$ cat config.mk
export PLATFORM = sky130hd
export DESIGN_NAME = tcdm_decoupler_flat
export DESIGN_NICKNAME = d
export VERILOG_FILES = /design/src/source/tcdm_pkg.sv /design/src/source/tcdm_bus_if.sv /design/src/source/stream_fifo.sv /design/src/source/tcdm_decoupler.sv /design/src/flat_wrapper.sv
export SDC_FILE = /design/constraint.sdc
export NUM_CORES = 1
export LEC_CHECK = 0
export ABC_AREA = 1
export BUFFER_PORTS_ARGS = -buffer_cell sky130_fd_sc_hd__buf_2
export CORE_ASPECT_RATIO = 1.75
export CORE_MARGIN = 8
export CORE_UTILIZATION = 57
export DETAILED_ROUTE_END_ITERATION = 8
export GPL_TIMING_DRIVEN = 0
export PLACE_DENSITY = 0.78
export SYNTH_ARGS = -nofsm -noshare
export SYNTH_HDL_FRONTEND = slang
export SYNTH_HIERARCHICAL = 1
export SYNTH_SLANG_ARGS = --single-unit
$ cat constraint.sdc
create_clock -name clk_i -period 4.05 [get_ports clk_i]
set_input_delay 0.2025 -clock clk_i [delete_from_list [all_inputs] [get_ports clk_i]]
set_output_delay 0.2025 -clock clk_i [all_outputs]
set_load 0.05 [all_outputs]
$ cat src/source/tcdm_pkg.sv
// ====================
// shared widths and payload types for the TCDM decoupling queue
// imported by the interface, the queues, the decoupler, the bank and the top
// ====================

package tcdm_pkg;

  // word address into the single scratchpad bank
  parameter int unsigned ADDR_W = 10;
  // data word width
  parameter int unsigned DATA_W = 32;
  // one byte enable per data byte
  parameter int unsigned BE_W   = DATA_W / 8;

  // request payload, 47 bits with the default widths
  // wen follows the TCDM convention: high means read, low means write
  typedef struct packed {
    logic [ADDR_W-1:0] add;
    logic              wen;
    logic [BE_W-1:0]   be;
    logic [DATA_W-1:0] data;
  } tcdm_req_t;

  // response payload, reads only
  typedef logic [DATA_W-1:0] tcdm_rsp_t;

  // queue status flags
  typedef struct packed {
    logic empty;
    logic full;
  } fifo_flags_t;

endpackage : tcdm_pkg

$ cat src/source/tcdm_bus_if.sv
// ====================
// TCDM request/grant bus with in-order read responses
// initiator issues requests and back-pressures responses
// target grants requests and returns one r_valid per granted read
// ====================

`timescale 1ns/100ps

interface tcdm_bus_if;

  import tcdm_pkg::*;

  // request channel, transfers when req and gnt are both high
  logic              req;
  logic              gnt;
  logic [ADDR_W-1:0] add;
  // high for a read, low for a write
  logic              wen;
  logic [BE_W-1:0]   be;
  logic [DATA_W-1:0] data;

  // response channel, transfers when r_valid and r_ready are both high
  logic              r_valid;
  tcdm_rsp_t         r_data;
  logic              r_ready;

  // core side or decoupler toward memory
  modport initiator (
    output req,
    output add,
    output wen,
    output be,
    output data,
    output r_ready,
    input  gnt,
    input  r_valid,
    input  r_data
  );

  // decoupler toward core, or the memory bank
  modport target (
    input  req,
    input  add,
    input  wen,
    input  be,
    input  data,
    input  r_ready,
    output gnt,
    output r_valid,
    output r_data
  );

endinterface : tcdm_bus_if

$ cat src/source/stream_fifo.sv
// ====================
// valid/ready circular queue with a selectable payload type
// pop side is registered, an item pushed at edge N is visible after N
// used for both the request and the response direction of the decoupler
// ====================

`timescale 1ns/100ps

module stream_fifo #(
  parameter type         payload_t  = logic [31:0],
  parameter int unsigned FIFO_DEPTH = 4
) (
  input  logic                  clk_i,
  input  logic                  rst_ni,
  input  logic                  clear_i,
  input  logic                  push_valid_i,
  output logic                  push_ready_o,
  input  payload_t              push_data_i,
  output logic                  pop_valid_o,
  input  logic                  pop_ready_i,
  output payload_t              pop_data_o,
  output tcdm_pkg::fifo_flags_t flags_o
);

  localparam int unsigned PTR_W = (FIFO_DEPTH > 1) ? $clog2(FIFO_DEPTH) : 1;
  localparam int unsigned CNT_W = $clog2(FIFO_DEPTH + 1);

  payload_t         mem_q [FIFO_DEPTH];
  logic [PTR_W-1:0] wr_ptr_q;
  logic [PTR_W-1:0] rd_ptr_q;
  logic [CNT_W-1:0] count_q;
  logic             full;
  logic             empty;
  logic             push;
  logic             pop;

  // pointer advance with explicit wrap
  function automatic logic [PTR_W-1:0] next_ptr(input logic [PTR_W-1:0] ptr);
    if (ptr == PTR_W'(FIFO_DEPTH - 1)) begin
      return '0;
    end
    return ptr + 1'b1;
  endfunction

  assign full  = (count_q == CNT_W'(FIFO_DEPTH));
  assign empty = (count_q == '0);

  // handshakes on both sides
  assign push_ready_o = ~full;
  assign push         = push_valid_i & ~full;
  assign pop_valid_o  = ~empty;
  assign pop          = pop_ready_i & ~empty;

  // head of queue straight from storage, no fall-through
  assign pop_data_o = mem_q[rd_ptr_q];

  // pointers and occupancy
  always_ff @(posedge clk_i or negedge rst_ni) begin
    if (!rst_ni) begin
      wr_ptr_q <= '0;
      rd_ptr_q <= '0;
      count_q  <= '0;
    end else if (clear_i) begin
      wr_ptr_q <= '0;
      rd_ptr_q <= '0;
      count_q  <= '0;
    end else begin
      if (push) begin
        wr_ptr_q <= next_ptr(wr_ptr_q);
      end
      if (pop) begin
        rd_ptr_q <= next_ptr(rd_ptr_q);
      end
      // simultaneous push and pop leaves the count alone
      case ({push, pop})
        2'b10:   count_q <= count_q + 1'b1;
        2'b01:   count_q <= count_q - 1'b1;
        default: count_q <= count_q;
      endcase
    end
  end

  // payload storage
  always_ff @(posedge clk_i) begin
    if (push) begin
      mem_q[wr_ptr_q] <= push_data_i;
    end
  end

  assign flags_o.empty = empty;
  assign flags_o.full  = full;

endmodule : stream_fifo

$ cat src/source/tcdm_decoupler.sv
// ====================
// TCDM request/response decoupler
// core requests go through an outgoing queue toward memory
// read data comes back through an incoming queue, in order
// memory requests are issued only while the incoming queue has room
// ====================

`timescale 1ns/100ps

module tcdm_decoupler #(
  parameter int unsigned FIFO_DEPTH = 4
) (
  input  logic                  clk_i,
  input  logic                  rst_ni,
  input  logic                  clear_i,
  tcdm_bus_if.target            core,
  tcdm_bus_if.initiator         mem,
  output tcdm_pkg::fifo_flags_t flags_o
);

  import tcdm_pkg::*;

  // outgoing stream
  tcdm_req_t   req_push_data;
  tcdm_req_t   req_pop_data;
  logic        req_pop_valid;
  fifo_flags_t req_flags;

  // incoming stream
  logic        rsp_push_valid;
  logic        rsp_push_ready;
  tcdm_rsp_t   rsp_push_data;
  fifo_flags_t rsp_flags;

  // one-entry hold for a response the incoming queue refused
  logic        hold_q;
  tcdm_rsp_t   hold_data_q;
  logic        live_taken;
  logic        hold_load;

  // read granted last cycle, its data is on the bus now
  logic        rd_pend_q;

  // ====================
  // outgoing side
  // ====================

  // pack the core request fields
  assign req_push_data.add  = core.add;
  assign req_push_data.wen  = core.wen;
  assign req_push_data.be   = core.be;
  assign req_push_data.data = core.data;

  stream_fifo #(
    .payload_t  ( tcdm_req_t ),
    .FIFO_DEPTH ( FIFO_DEPTH )
  ) u_req_fifo (
    .clk_i        ( clk_i         ),
    .rst_ni       ( rst_ni        ),
    .clear_i      ( clear_i       ),
    .push_valid_i ( core.req      ),
    .push_ready_o ( core.gnt      ),
    .push_data_i  ( req_push_data ),
    .pop_valid_o  ( req_pop_valid ),
    .pop_ready_i  ( mem.gnt       ),
    .pop_data_o   ( req_pop_data  ),
    .flags_o      ( req_flags     )
  );

  // the bank cannot stall its responses, so hold off while no room is left
  // gnt needs req, so a low req also keeps the queue head in place
  assign mem.req  = req_pop_valid & rsp_push_ready;
  assign mem.add  = req_pop_data.add;
  assign mem.wen  = req_pop_data.wen;
  assign mem.be   = req_pop_data.be;
  assign mem.data = req_pop_data.data;
  assign mem.r_ready = rsp_push_ready;

  // ====================
  // incoming side
  // ====================

  // held response is older, so it goes first
  assign rsp_push_valid = hold_q | mem.r_valid;
  assign rsp_push_data  = hold_q ? hold_data_q : mem.r_data;

  // live response goes straight in only when nothing is held
  assign live_taken = mem.r_valid & ~hold_q & rsp_push_ready;
  assign hold_load  = mem.r_valid & ~live_taken;

  always_ff @(posedge clk_i or negedge rst_ni) begin
    if (!rst_ni) begin
      hold_q <= 1'b0;
    end else if (clear_i) begin
      hold_q <= 1'b0;
    end else begin
      // held entry stays until the queue accepts it
      hold_q <= (hold_q & ~rsp_push_ready) | hold_load;
    end
  end

  always_ff @(posedge clk_i) begin
    if (hold_load) begin
      hold_data_q <= mem.r_data;
    end
  end

  stream_fifo #(
    .payload_t  ( tcdm_rsp_t ),
    .FIFO_DEPTH ( FIFO_DEPTH )
  ) u_rsp_fifo (
    .clk_i        ( clk_i          ),
    .rst_ni       ( rst_ni         ),
    .clear_i      ( clear_i        ),
    .push_valid_i ( rsp_push_valid ),
    .push_ready_o ( rsp_push_ready ),
    .push_data_i  ( rsp_push_data  ),
    .pop_valid_o  ( core.r_valid   ),
    .pop_ready_i  ( core.r_ready   ),
    .pop_data_o   ( core.r_data    ),
    .flags_o      ( rsp_flags      )
  );

  // track the read whose data is one cycle away
  always_ff @(posedge clk_i or negedge rst_ni) begin
    if (!rst_ni) begin
      rd_pend_q <= 1'b0;
    end else if (clear_i) begin
      rd_pend_q <= 1'b0;
    end else begin
      rd_pend_q <= mem.req & mem.gnt & mem.wen;
    end
  end

  // idle only when nothing is queued, held or on its way back
  assign flags_o.empty = req_flags.empty & rsp_flags.empty & ~hold_q & ~rd_pend_q;
  // full refers to the core side, where gnt drops
  assign flags_o.full  = req_flags.full;

endmodule : tcdm_decoupler

$ cat src/flat_wrapper.sv
// flat-port wrapper written by rule: the top's interface ports become plain ports
module tcdm_decoupler_flat import tcdm_pkg::*;
#(
  parameter int unsigned FIFO_DEPTH = 4
)
  (clk_i, rst_ni, clear_i, flags_o, core_req, core_add, core_wen, core_be, core_data, core_r_ready, core_gnt, core_r_valid, core_r_data, mem_req, mem_add, mem_wen, mem_be, mem_data, mem_r_ready, mem_gnt, mem_r_valid, mem_r_data);
  tcdm_bus_if core_i ();
  tcdm_bus_if mem_i ();
  input  logic clk_i;
  input  logic rst_ni;
  input  logic clear_i;
  output tcdm_pkg::fifo_flags_t flags_o;
  input wire logic [$bits(core_i.req)-1:0] core_req;
  input wire logic [$bits(core_i.add)-1:0] core_add;
  input wire logic [$bits(core_i.wen)-1:0] core_wen;
  input wire logic [$bits(core_i.be)-1:0] core_be;
  input wire logic [$bits(core_i.data)-1:0] core_data;
  input wire logic [$bits(core_i.r_ready)-1:0] core_r_ready;
  output wire logic [$bits(core_i.gnt)-1:0] core_gnt;
  output wire logic [$bits(core_i.r_valid)-1:0] core_r_valid;
  output wire logic [$bits(core_i.r_data)-1:0] core_r_data;
  output wire logic [$bits(mem_i.req)-1:0] mem_req;
  output wire logic [$bits(mem_i.add)-1:0] mem_add;
  output wire logic [$bits(mem_i.wen)-1:0] mem_wen;
  output wire logic [$bits(mem_i.be)-1:0] mem_be;
  output wire logic [$bits(mem_i.data)-1:0] mem_data;
  output wire logic [$bits(mem_i.r_ready)-1:0] mem_r_ready;
  input wire logic [$bits(mem_i.gnt)-1:0] mem_gnt;
  input wire logic [$bits(mem_i.r_valid)-1:0] mem_r_valid;
  input wire logic [$bits(mem_i.r_data)-1:0] mem_r_data;
  assign core_i.req = core_req;
  assign core_i.add = core_add;
  assign core_i.wen = core_wen;
  assign core_i.be = core_be;
  assign core_i.data = core_data;
  assign core_i.r_ready = core_r_ready;
  assign core_gnt = core_i.gnt;
  assign core_r_valid = core_i.r_valid;
  assign core_r_data = core_i.r_data;
  assign mem_req = mem_i.req;
  assign mem_add = mem_i.add;
  assign mem_wen = mem_i.wen;
  assign mem_be = mem_i.be;
  assign mem_data = mem_i.data;
  assign mem_r_ready = mem_i.r_ready;
  assign mem_i.gnt = mem_gnt;
  assign mem_i.r_valid = mem_r_valid;
  assign mem_i.r_data = mem_r_data;
  tcdm_decoupler #(.FIFO_DEPTH(FIFO_DEPTH)) u_core (.clk_i(clk_i), .rst_ni(rst_ni), .clear_i(clear_i), .core(core_i), .mem(mem_i), .flags_o(flags_o));
endmodule
==> run_results.csv, run 1 <==
group,metric,value,unit
yosys,synth_area,14300,µm²
global_route,antenna_found_initial,1,
route,wl_per_cell,20.6,µm
final_layout,drive_gt1_share,23.1,%
clock_network,cts_buffer_depth,3,
route,vias,9548,
power,power_frac_comb,37.8,%
yosys,syn-instance-count,1051,
power,swShare,40.4,%
sta,final-hold-violation-count,0,
status,status,"finished clean",
yosys,ys_warn_count,6,
final_layout,antenna_cells,0,
final_layout,stdcell_area,17700,µm²
global_route,grt_max_degree,33,
power,p_leak,0.00656,µW
global_route,grt.overflow.total,0,
route,drt-vias-per-instance,5.68,
hold_path,hold_class,"in -> reg",
sta,skew,0.00956,ns
worst_setup_path,r2r-start,"u_core/u_req_fifo/rd_ptr_q[0]$_DFFE_PN0P_",
worst_setup_path,critPathRequiredTime,3.85,ns
floorplan,die_h,226,µm
global_route,grt_util_all_layers,22.3,%
sta,rsz0062_at_grt,"false",
floorplan,rows,76,
sta,fin_setup_tns,0,ns
yosys,avgSynthCellArea,13.6,µm²
final_layout,layout.nets,1443,
power,power.switching,5080,µW
sta,worstMarginPinSlew,0.848,ns
floorplan,core,24600,µm²
worst_setup_path,cpMostUsedCell,"buf_2",
sta,relSlewSlack,43.3,%
worst_setup_path,crit_path_max_incr_delay,0.52,ns
clock_network,clkLatencyLatePin,0.56,ns
route,first_pass_iters,5,
clock_network,cts_sinks,364,
sta,period_needed,2.69,ns
sta,period_share,66.5,%
clock_network,clkSlewWorstSetupHoldPaths,0.07,ns
power,power.total,12600,µW
sta,finalSetupViolCount,0,
worst_setup_path,cp_slowest_cell,"dfrtp_1",
worst_setup_path,crit_fanout,10,
final_layout,final_util,71.7,%
place,hpwl,21.4,mm
worst_setup_path,worst_setup_path_start_kind,"flip-flop",
place,place_inst,1541,
clock_network,cts_inserted_buffers,30,
power,p_int,7480,µW
floorplan,initial_utilization,58.1,%
worst_setup_path,startpoint,"u_core/u_req_fifo/rd_ptr_q[0]$_DFFE_PN0P_",
worst_setup_path,r2r-end,"u_core/rd_pend_q$_DFF_PN0_",
yosys,syn-num-nets,1148,
route,drt_wl_total,34.6,mm
floorplan,die_x,136,µm
sta,fmax,371,MHz
worst_setup_path,cp-endpoint,"mem_be[1]",
route,drc,0,
power,ir_drop,0.664,mV
global_route,grt_pass1_wl,53.0,mm
route,ant_nets,0,
power,p_clk_share,24.1,%
power,powerDensity,712,nW/µm²
global_route,grt_pass1_vias,10000,
power,p_seq_share,38.1,%
clock_network,h-tree-depth,1,
place,postPlaceCellArea,15800,µm²
worst_setup_path,cp_cell_sequence,"inv_2 > buf_2 > buf_2 > nor2_1 > o22ai_1 > buf_2",
flow_run,drv_cap,0,
clock_network,ctsResizeCount,0,
final_layout,syn_to_final_growth,23.5,%
clock_network,clockRootBuffer,"clkbuf_16",
sta,drv_slew,0,
worst_setup_path,endpoint_kind,"output pin",
floorplan,dieArea,30600,µm²
place,port_buffers,170,
floorplan,io_pins,171,
worst_setup_path,crit_type,"reg -> out",
clock_network,tritoncts,"done",
worst_setup_path,rr_worst_depth,8,
final_layout,fin_cells,1682,
worst_setup_path,r2r_slack,1.64,ns
worst_setup_path,arrival,2.49,ns
route,drtIter0Drc,872,
place,globalplace.congestion,0.791,
==> critical path: cells and delay by family, from the launching register on <==
kind	cells	cell delay, ns
compound gates	1	0.27
buf+inv	4	1.05
flops	1	0.52
simple gates	1	0.10
==> sequential cells by signal (all words and copies together), names as in the netlist <==
name / count
u_core/u_req_fifo/mem_q: 188
u_core/rd_pend_q: 1
u_core/u_rsp_fifo/count_q: 3
u_core/u_rsp_fifo/mem_q: 128
u_core/u_rsp_fifo/wr_ptr_q: 2
u_core/hold_data_q: 32
u_core/u_rsp_fifo/rd_ptr_q: 2
u_core/hold_q: 1
u_core/u_req_fifo/wr_ptr_q: 2
u_core/u_req_fifo/rd_ptr_q: 2
u_core/u_req_fifo/count_q: 3
==> routing by layer <==
metal / vias up / global-route usage (%) / wire, µm
met1: 4640 / 23.1 / 11600
met2: 439 / 42.5 / 19400
li1: 4396 / - / -
met3: 71 / 4.26 / 2690
met4: 2 / 8.86 / 918
met5: - / 0 / 10
==> worst min path at each step <==
| stage | slack, ns | depth (start not counted) | startpoint | endpoint |
|---|---|---|---|---|
| floorplan | -0.09 | 0 | rst_ni | u_core/hold_q$_DFF_PN0_ |
| global placement | 0.16 | 1 | rst_ni | u_core/u_rsp_fifo/wr_ptr_q[0]$_DFFE_PN0P_ |
| detailed placement | 0.16 | 1 | rst_ni | u_core/u_rsp_fifo/rd_ptr_q[1]$_DFFE_PN0P_ |
| CTS | 0.01 | 4 | clear_i | u_core/u_req_fifo/count_q[0]$_DFFE_PN0P_ |
| global route | 0.05 | 4 | clear_i | u_core/u_rsp_fifo/count_q[1]$_DFFE_PN0P_ |
| finish | 0.04 | 4 | clear_i | u_core/u_req_fifo/count_q[0]$_DFFE_PN0P_ |
==> metrics by stage <==
| step | setup slack (ns) | hold WS (ns) |
|---|---|---|
| after floorplan | 0.830 | -0.0931 |
| after global placement | -0.576 | 0.159 |
| after detailed placement | 1.97 | 0.164 |
| after CTS | 1.38 | 0.0123 |
| after global routing | 1.27 | 0.0508 |
| final | 1.36 | 0.0416 |
==> layout make-up <==
| cell class | instances | area, µm² |
|---|---|---|
| clock inverters | 15 | 215 |
| plain buffers | 61 | 343 |
| fillers | 1512 | 6970 |
| clock buffers | 41 | 823 |
| repair buffers | 263 | 1870 |
| multi-input cells | 590 | 3020 |
| inverters | 36 | 148 |
| flip-flops and latches | 364 | 10900 |
| well taps | 312 | 390 |
==> power groups by stage <==
stage / combinational [µW] / sequential (µW) / clock (µW)
floorplan: 3310 / 4840 / 0
global placement: 4480 / 4880 / 0
detailed placement: 4630 / 4860 / 0
CTS: 4730 / 4780 / 3070
global route: 5030 / 4820 / 3190
finish: 4750 / 4790 / 3020
==> repair_timing <==
action,CTS,global route
hold buffers,85,0
endpoints found under the hold margin,327,0
setup buffers,0,0
==> cell usage in the layout (no fill, tap or decap), types with 24 or more instances in the layout <==
cell type      instances
edfxtp_1             348
buf_2                191
nor2_1               160
o21ai_0              158
nand2_1              110
dlygate4sd3_1         85
o22ai_1               79
clkbuf_1              33
clkbuf_16             31
inv_1                 24
(Power assumes the default switching activity.)
==> inputs of run 2 (changes only) <==
Settings changed: ABC_AREA 1 to 0.
Clock period 4.05 ns to 2.8 ns, I/O delays scaled along.
==> run_results.csv, run 2 <==
group,metric,value,unit
yosys,syn-instance-count,631,
route,vias,7185,
sta,finalSetupViolCount,0,
final_layout,layout.nets,1019,
worst_setup_path,rr_worst_depth,12,
global_route,grt_max_degree,33,
sta,worst_slack,0.239,ns
place,port_buffers,169,
final_layout,reg_top3,"u_core/u_req_fifo/mem_q x188, u_core/u_rsp_fifo/mem_q x128, u_core/hold_data_q x32",
final_layout,top_register,"u_core/u_req_fifo/mem_q",
worst_setup_path,critPathRequiredTime,3.27,ns
sta,period_share,91.5,%
route,ant_nets,0,
clock_network,ctsResizeCount,0,
floorplan,initial_utilization,58.1,%
route,drtIter0Drc,440,
clock_network,clkLatencyLatePin,0.55,ns
clock_network,cts_buffer_depth,3,
global_route,grt.overflow.total,0,
floorplan,core,24600,µm²
global_route,grt_pass1_vias,8119,
clock_network,h-tree-depth,1,
global_route,antenna_found_initial,3,
status,status,"finished clean",
final_layout,layout_commonest_cell,"edfxtp_1",
place,hpwl,18.7,mm
final_layout,fillers,1436,
clock_network,cts_sinks,364,
floorplan,die_x,136,µm
worst_setup_path,crit_fanout,10,
final_layout,stdcell_area,17500,µm²
worst_setup_path,worst_setup_path_start_kind,"flip-flop",
floorplan,die_h,226,µm
final_layout,syn_to_final_growth,22.7,%
route,drc,0,
sta,skew,0.0120,ns
route,first_pass_iters,5,
power,powerDensity,786,nW/µm²
global_route,grt_util_all_layers,19.3,%
yosys,ys_warn_count,6,
place,place_ws,0.279,ns
place,postPlaceCellArea,15700,µm²
clock_network,post_cts_buffers,0,
route,drt_wl_total,29.2,mm
clock_network,cts_inserted_buffers,30,
final_layout,drive_gt1_share,41.0,%
sta,worstMarginPinSlew,0.899,ns
sta,final-hold-violation-count,0,
route,drt-vias-per-instance,5.71,
clock_network,cts_hold_buf,85,
sta,drv_slew,0,
sta,relSlewSlack,40.1,%
flow_run,drv_cap,0,
yosys,syn-num-nets,728,
global_route,grt_pass1_wl,45.5,mm
floorplan,io_pins,171,
final_layout,largest_register_ffs,188,
power,p_leak,0.00614,µW
final_layout,most-common-layout-cells,"348 x edfxtp_1, 180 x buf_2, 85 x dlygate4sd3_1",
clock_network,clkSlewWorstSetupHoldPaths,0.07,ns
sta,fmax,390,MHz
power,ir_drop,0.805,mV
floorplan,rows,76,
worst_setup_path,arrival,3.03,ns
place,globalplace.congestion,0.715,
clock_network,tritoncts,"done",
floorplan,dieArea,30600,µm²
worst_setup_path,crit_type,"reg -> reg",
route,wl_per_cell,23.2,µm
worst_setup_path,endpoint_kind,"flip-flop",
hold_path,hold_class,"in -> async",
yosys,avgSynthCellArea,22.7,µm²
sta,period_needed,2.56,ns
sta,rsz0062_at_grt,"false",
final_layout,register_area,10900,µm²
yosys,synth_area,14300,µm²
final_layout,multiInputGateArea,3080,µm²
clock_network,clockRootBuffer,"clkbuf_16",
==> run 2: cell types whose count changed in the layout (fill, tap and decap cells not counted), sizes merged, moves of 8 or more <==
cell	before	now
mux2	0	32
buf	215	207
clkbuf	65	51
nand2	137	8
mux4	0	79
o22ai	79	2
inv	36	13
nor2	171	7
and3	0	8
o21ai	165	5
==> run 2: power by group <==
part,leakage [µW],switching [µW],internal (µW)
clock,0.000499,1840,2440
combinational,0.00224,2000,1040
sequential,0.00340,109,6370
==> run 2: worst max-delay path, stage by stage (launching register included) <==
cell and delay (ns):
dfrtp_1 0.34, buf_6 0.17, buf_12 0.17, or2_1 0.13
buf_2 0.20, o21ai_0 0.12, nand2_1 0.11, nor2_1 0.06
fa_1 0.42, or3b_1 0.38, o21ai_0 0.16, a32oi_1 0.07
a21oi_1 0.15
==> run 2: metal layers <==
layer  global-route usage, %  share of wire (%)  vias up
li1                        -                  -     3192
met1                    21.4                 36     3657
met2                    36.0                 56      269
met3                    3.98                6.1       63
met4                    5.87                2.5        4
met5                       0              0.075        -
==> run 2: worst paths after layout <==
path	start	to	slack [ns]
max	u_core/hold_q$_DFF_PN0_	u_core/u_rsp_fifo/count_q[2]$_DFFE_PN0P_	0.24
min	rst_ni	u_core/u_req_fifo/rd_ptr_q[0]$_DFFE_PN0P_	0.07
max reg2reg	u_core/hold_q$_DFF_PN0_	u_core/u_rsp_fifo/count_q[2]$_DFFE_PN0P_	0.24
min reg2reg	u_core/hold_data_q[17]$_DFFE_PP_	u_core/u_rsp_fifo/mem_q[0][17]$_DFFE_PP_	0.58
max in group asynchronous	rst_ni	u_core/hold_q$_DFF_PN0_	2.43
min in group clk_i	core_req	u_core/u_req_fifo/count_q[0]$_DFFE_PN0P_	0.07
==> run 2: area by class of cell <==
| type | instances | share of cell area (%) |
|---|---|---|
| clock buffer | 46 | 5.20 |
| inverter | 12 | 0.314 |
| sequential | 364 | 61.8 |
| timing repair buffer | 259 | 10.2 |
| tap | 312 | 2.22 |
| clock inverter | 10 | 0.670 |
| buffer | 38 | 1.97 |
| antenna | 1 | 0.0143 |
| multi-input combinational | 217 | 17.5 |
==> run 2: through the flow <==
stage | power [µW] | utilization, % | hold WS, ns | cells | setup TNS (ns)
after floorplan | 8800 | - | -0.156 | 631 | 0
after global placement | 9430 | 63.1 | 0.0748 | 1112 | -81.24
after detailed placement | 9540 | 63.6 | 0.0878 | 1117 | 0
after CTS | 13900 | 71.2 | 0.0193 | 1258 | 0
after global routing | 14200 | 71.2 | 0.0879 | 1259 | 0
final | 13800 | 71.2 | 0.0689 | 1259 | 0
==> inputs of run 3 (changes only) <==
Settings changed: REMOVE_ABC_BUFFERS from default to 1.
==> run_results.csv, run 3 (synthesis gave the netlist of run 2 again) <==
group,metric,value,unit
final_layout,drive_gt1_share,40.0,%
final_layout,most-common-layout-cells,"348 x edfxtp_1, 170 x buf_2, 87 x dlygate4sd3_1",
global_route,grt_util_all_layers,18.9,%
global_route,grtUsageMet2,33.7,%
hold_path,hold_class,"in -> async",
worst_setup_path,cp_slowest_cell,"or3_2",
global_route,met3_usage,4.43,%
final_layout,top_register,"u_core/u_req_fifo/mem_q",
final_layout,layout.nets,992,
place,hpwl,17.8,mm
global_route,grt-busiest-layer,"met2",
floorplan,io_pins,171,
sta,rsz0062_at_grt,"false",
power,p_leak,0.00599,µW
sta,period_needed,2.48,ns
sta,worst_slack,0.316,ns
route,vias,7151,
route,first_pass_iters,4,
flow_run,drv_cap,0,
worst_setup_path,worst_setup_path_start_kind,"flip-flop",
power,powerDensity,785,nW/µm²
final_layout,reg_top3,"u_core/u_req_fifo/mem_q x188, u_core/u_rsp_fifo/mem_q x128, u_core/hold_data_q x32",
clock_network,tritoncts,"done",
floorplan,die_x,136,µm
worst_setup_path,critPathRequiredTime,3.29,ns
place,port_buffers,170,
route,drt-vias-per-instance,5.80,
worst_setup_path,crit_fanout,11,
worst_setup_path,arrival,2.97,ns
floorplan,core,24600,µm²
floorplan,dieArea,30600,µm²
power,ir_drop,0.711,mV
final_layout,final_util,70.4,%
route,drt_wl_total,28.7,mm
clock_network,h-tree-depth,1,
route,wl_per_cell,23.3,µm
final_layout,fillers,1448,
global_route,grt_pass1_wl,44.4,mm
clock_network,clockRootBuffer,"clkbuf_16",
clock_network,clkSlewWorstSetupHoldPaths,0.07,ns
sta,finalSetupViolCount,0,
floorplan,die_h,226,µm
sta,skew,0.0131,ns
worst_setup_path,endpoint_kind,"flip-flop",
route,ant_nets,0,
place,globalplace.congestion,0.745,
place,place_inst,1084,
status,status,"finished clean",
final_layout,fin_cells,1233,
final_layout,layout_commonest_cell,"edfxtp_1",
place,place_ws,-0.248,ns
clock_network,cts_inserted_buffers,31,
sta,fmax,403,MHz
sta,final-hold-violation-count,0,
worst_setup_path,crit_type,"reg -> reg",
sta,drv_slew,0,
final_layout,syn_to_final_growth,21.2,%
sta,period_share,88.7,%
global_route,grt_pass1_vias,7928,
floorplan,initial_utilization,58.1,%
global_route,grt_max_degree,36,
route,drc,0,
worst_setup_path,cp_cell_sequence,"or3_2 > inv_1 > nor2_1 > fa_1 > or3b_1 > o21ai_0 > a32oi_1 > a21oi_1",
sta,relSlewSlack,39.5,%
global_route,grt.overflow.total,0,
clock_network,cts_sinks,364,
sta,worstMarginPinSlew,0.908,ns
global_route,use_met1,22.2,%
sta,fin_setup_tns,0,ns
route,drtIter0Drc,452,
global_route,antenna_found_initial,1,
final_layout,largest_register_ffs,188,
clock_network,clkLatencyLatePin,0.56,ns
worst_setup_path,rr_worst_depth,8,
clock_network,cts_buffer_depth,3,
worst_setup_path,crit_path_max_incr_delay,0.56,ns
floorplan,rows,76,
run 3: changes by cell type in the layout (fill, tap and decap cells not counted), sizes merged:
cell         previous run  this run
buf                   207       182
dlygate4sd3            85        87
clkinv                  4        10
clkbuf                 51        42
run 3: per-stage QoR:
stage,power [µW],area (µm²),hold WS [ns]
CTS,13700,17300,0.0164
global route,14100,17300,0.0561
floorplan,8670,14000,-0.156
detailed placement,9450,15400,0.0869
global placement,9320,15200,0.0776
finish,13600,17300,0.0266
run 3: metal layers:
metal  wire length, µm  part of all wire [%]
met3              2390                   8.3
met1             10200                    36
met5                 0                     0
met4               471                   1.6
met2             15600                    54
run 3: worst paths after layout:
path                                                           startpoint                                   endpoint  slack (ns)
max in group asynchronous                                          rst_ni  u_core/u_req_fifo/rd_ptr_q[0]$_DFFE_PN0P_        2.45
worst min-delay path                                               rst_ni  u_core/u_req_fifo/wr_ptr_q[0]$_DFFE_PN0P_        0.03
worst max register to register   u_core/u_rsp_fifo/count_q[0]$_DFFE_PN0P_   u_core/u_rsp_fifo/count_q[2]$_DFFE_PN0P_        0.32
worst max-delay path             u_core/u_rsp_fifo/count_q[0]$_DFFE_PN0P_   u_core/u_rsp_fifo/count_q[2]$_DFFE_PN0P_        0.32
worst min register to register  u_core/u_rsp_fifo/wr_ptr_q[1]$_DFFE_PN0P_  u_core/u_rsp_fifo/wr_ptr_q[1]$_DFFE_PN0P_        0.57
min in group clk_i                                         mem_r_data[30]           u_core/hold_data_q[30]$_DFFE_PP_        0.31
run 3: timing repair:
action | 4_1_cts | 5_1_grt
hold endpoints to repair | 376 | 0
setup buffers | 0 | 3
endpoints found under the setup margin | 2 | 2
gates resized for setup | 2 | 1
hold buffers | 87 | 0
run 3: where the power goes:
part           internal, µW  switching (µW)  total [µW]
Combinational           961            1890        2850
Clock                  2360            1830        4190
Sequential             6370             191        6560
run 3: critical path, delay by kind of cell, from the launching register on:
| family | cells | cell delay (ns) |
|---|---|---|
| buffers and inverters | 1 | 0.11 |
| and+or+nand+nor | 3 | 1.01 |
| AOI/OAI and AO/OA | 3 | 0.37 |
| DFF | 1 | 0.49 |
| adders and majority gates | 1 | 0.43 |
run 3: area by class of cell:
type | instances | area, µm² | area share, %
well taps | 312 | 390 | 2.25
clock inverters | 16 | 141 | 0.816
repair buffers | 269 | 1940 | 11.2
inverters | 12 | 55.1 | 0.318
diodes | 1 | 2.50 | 0.0144
multi-input cells | 217 | 3080 | 17.8
clock buffers | 42 | 867 | 5.00
flip-flops and latches | 364 | 10900 | 62.7
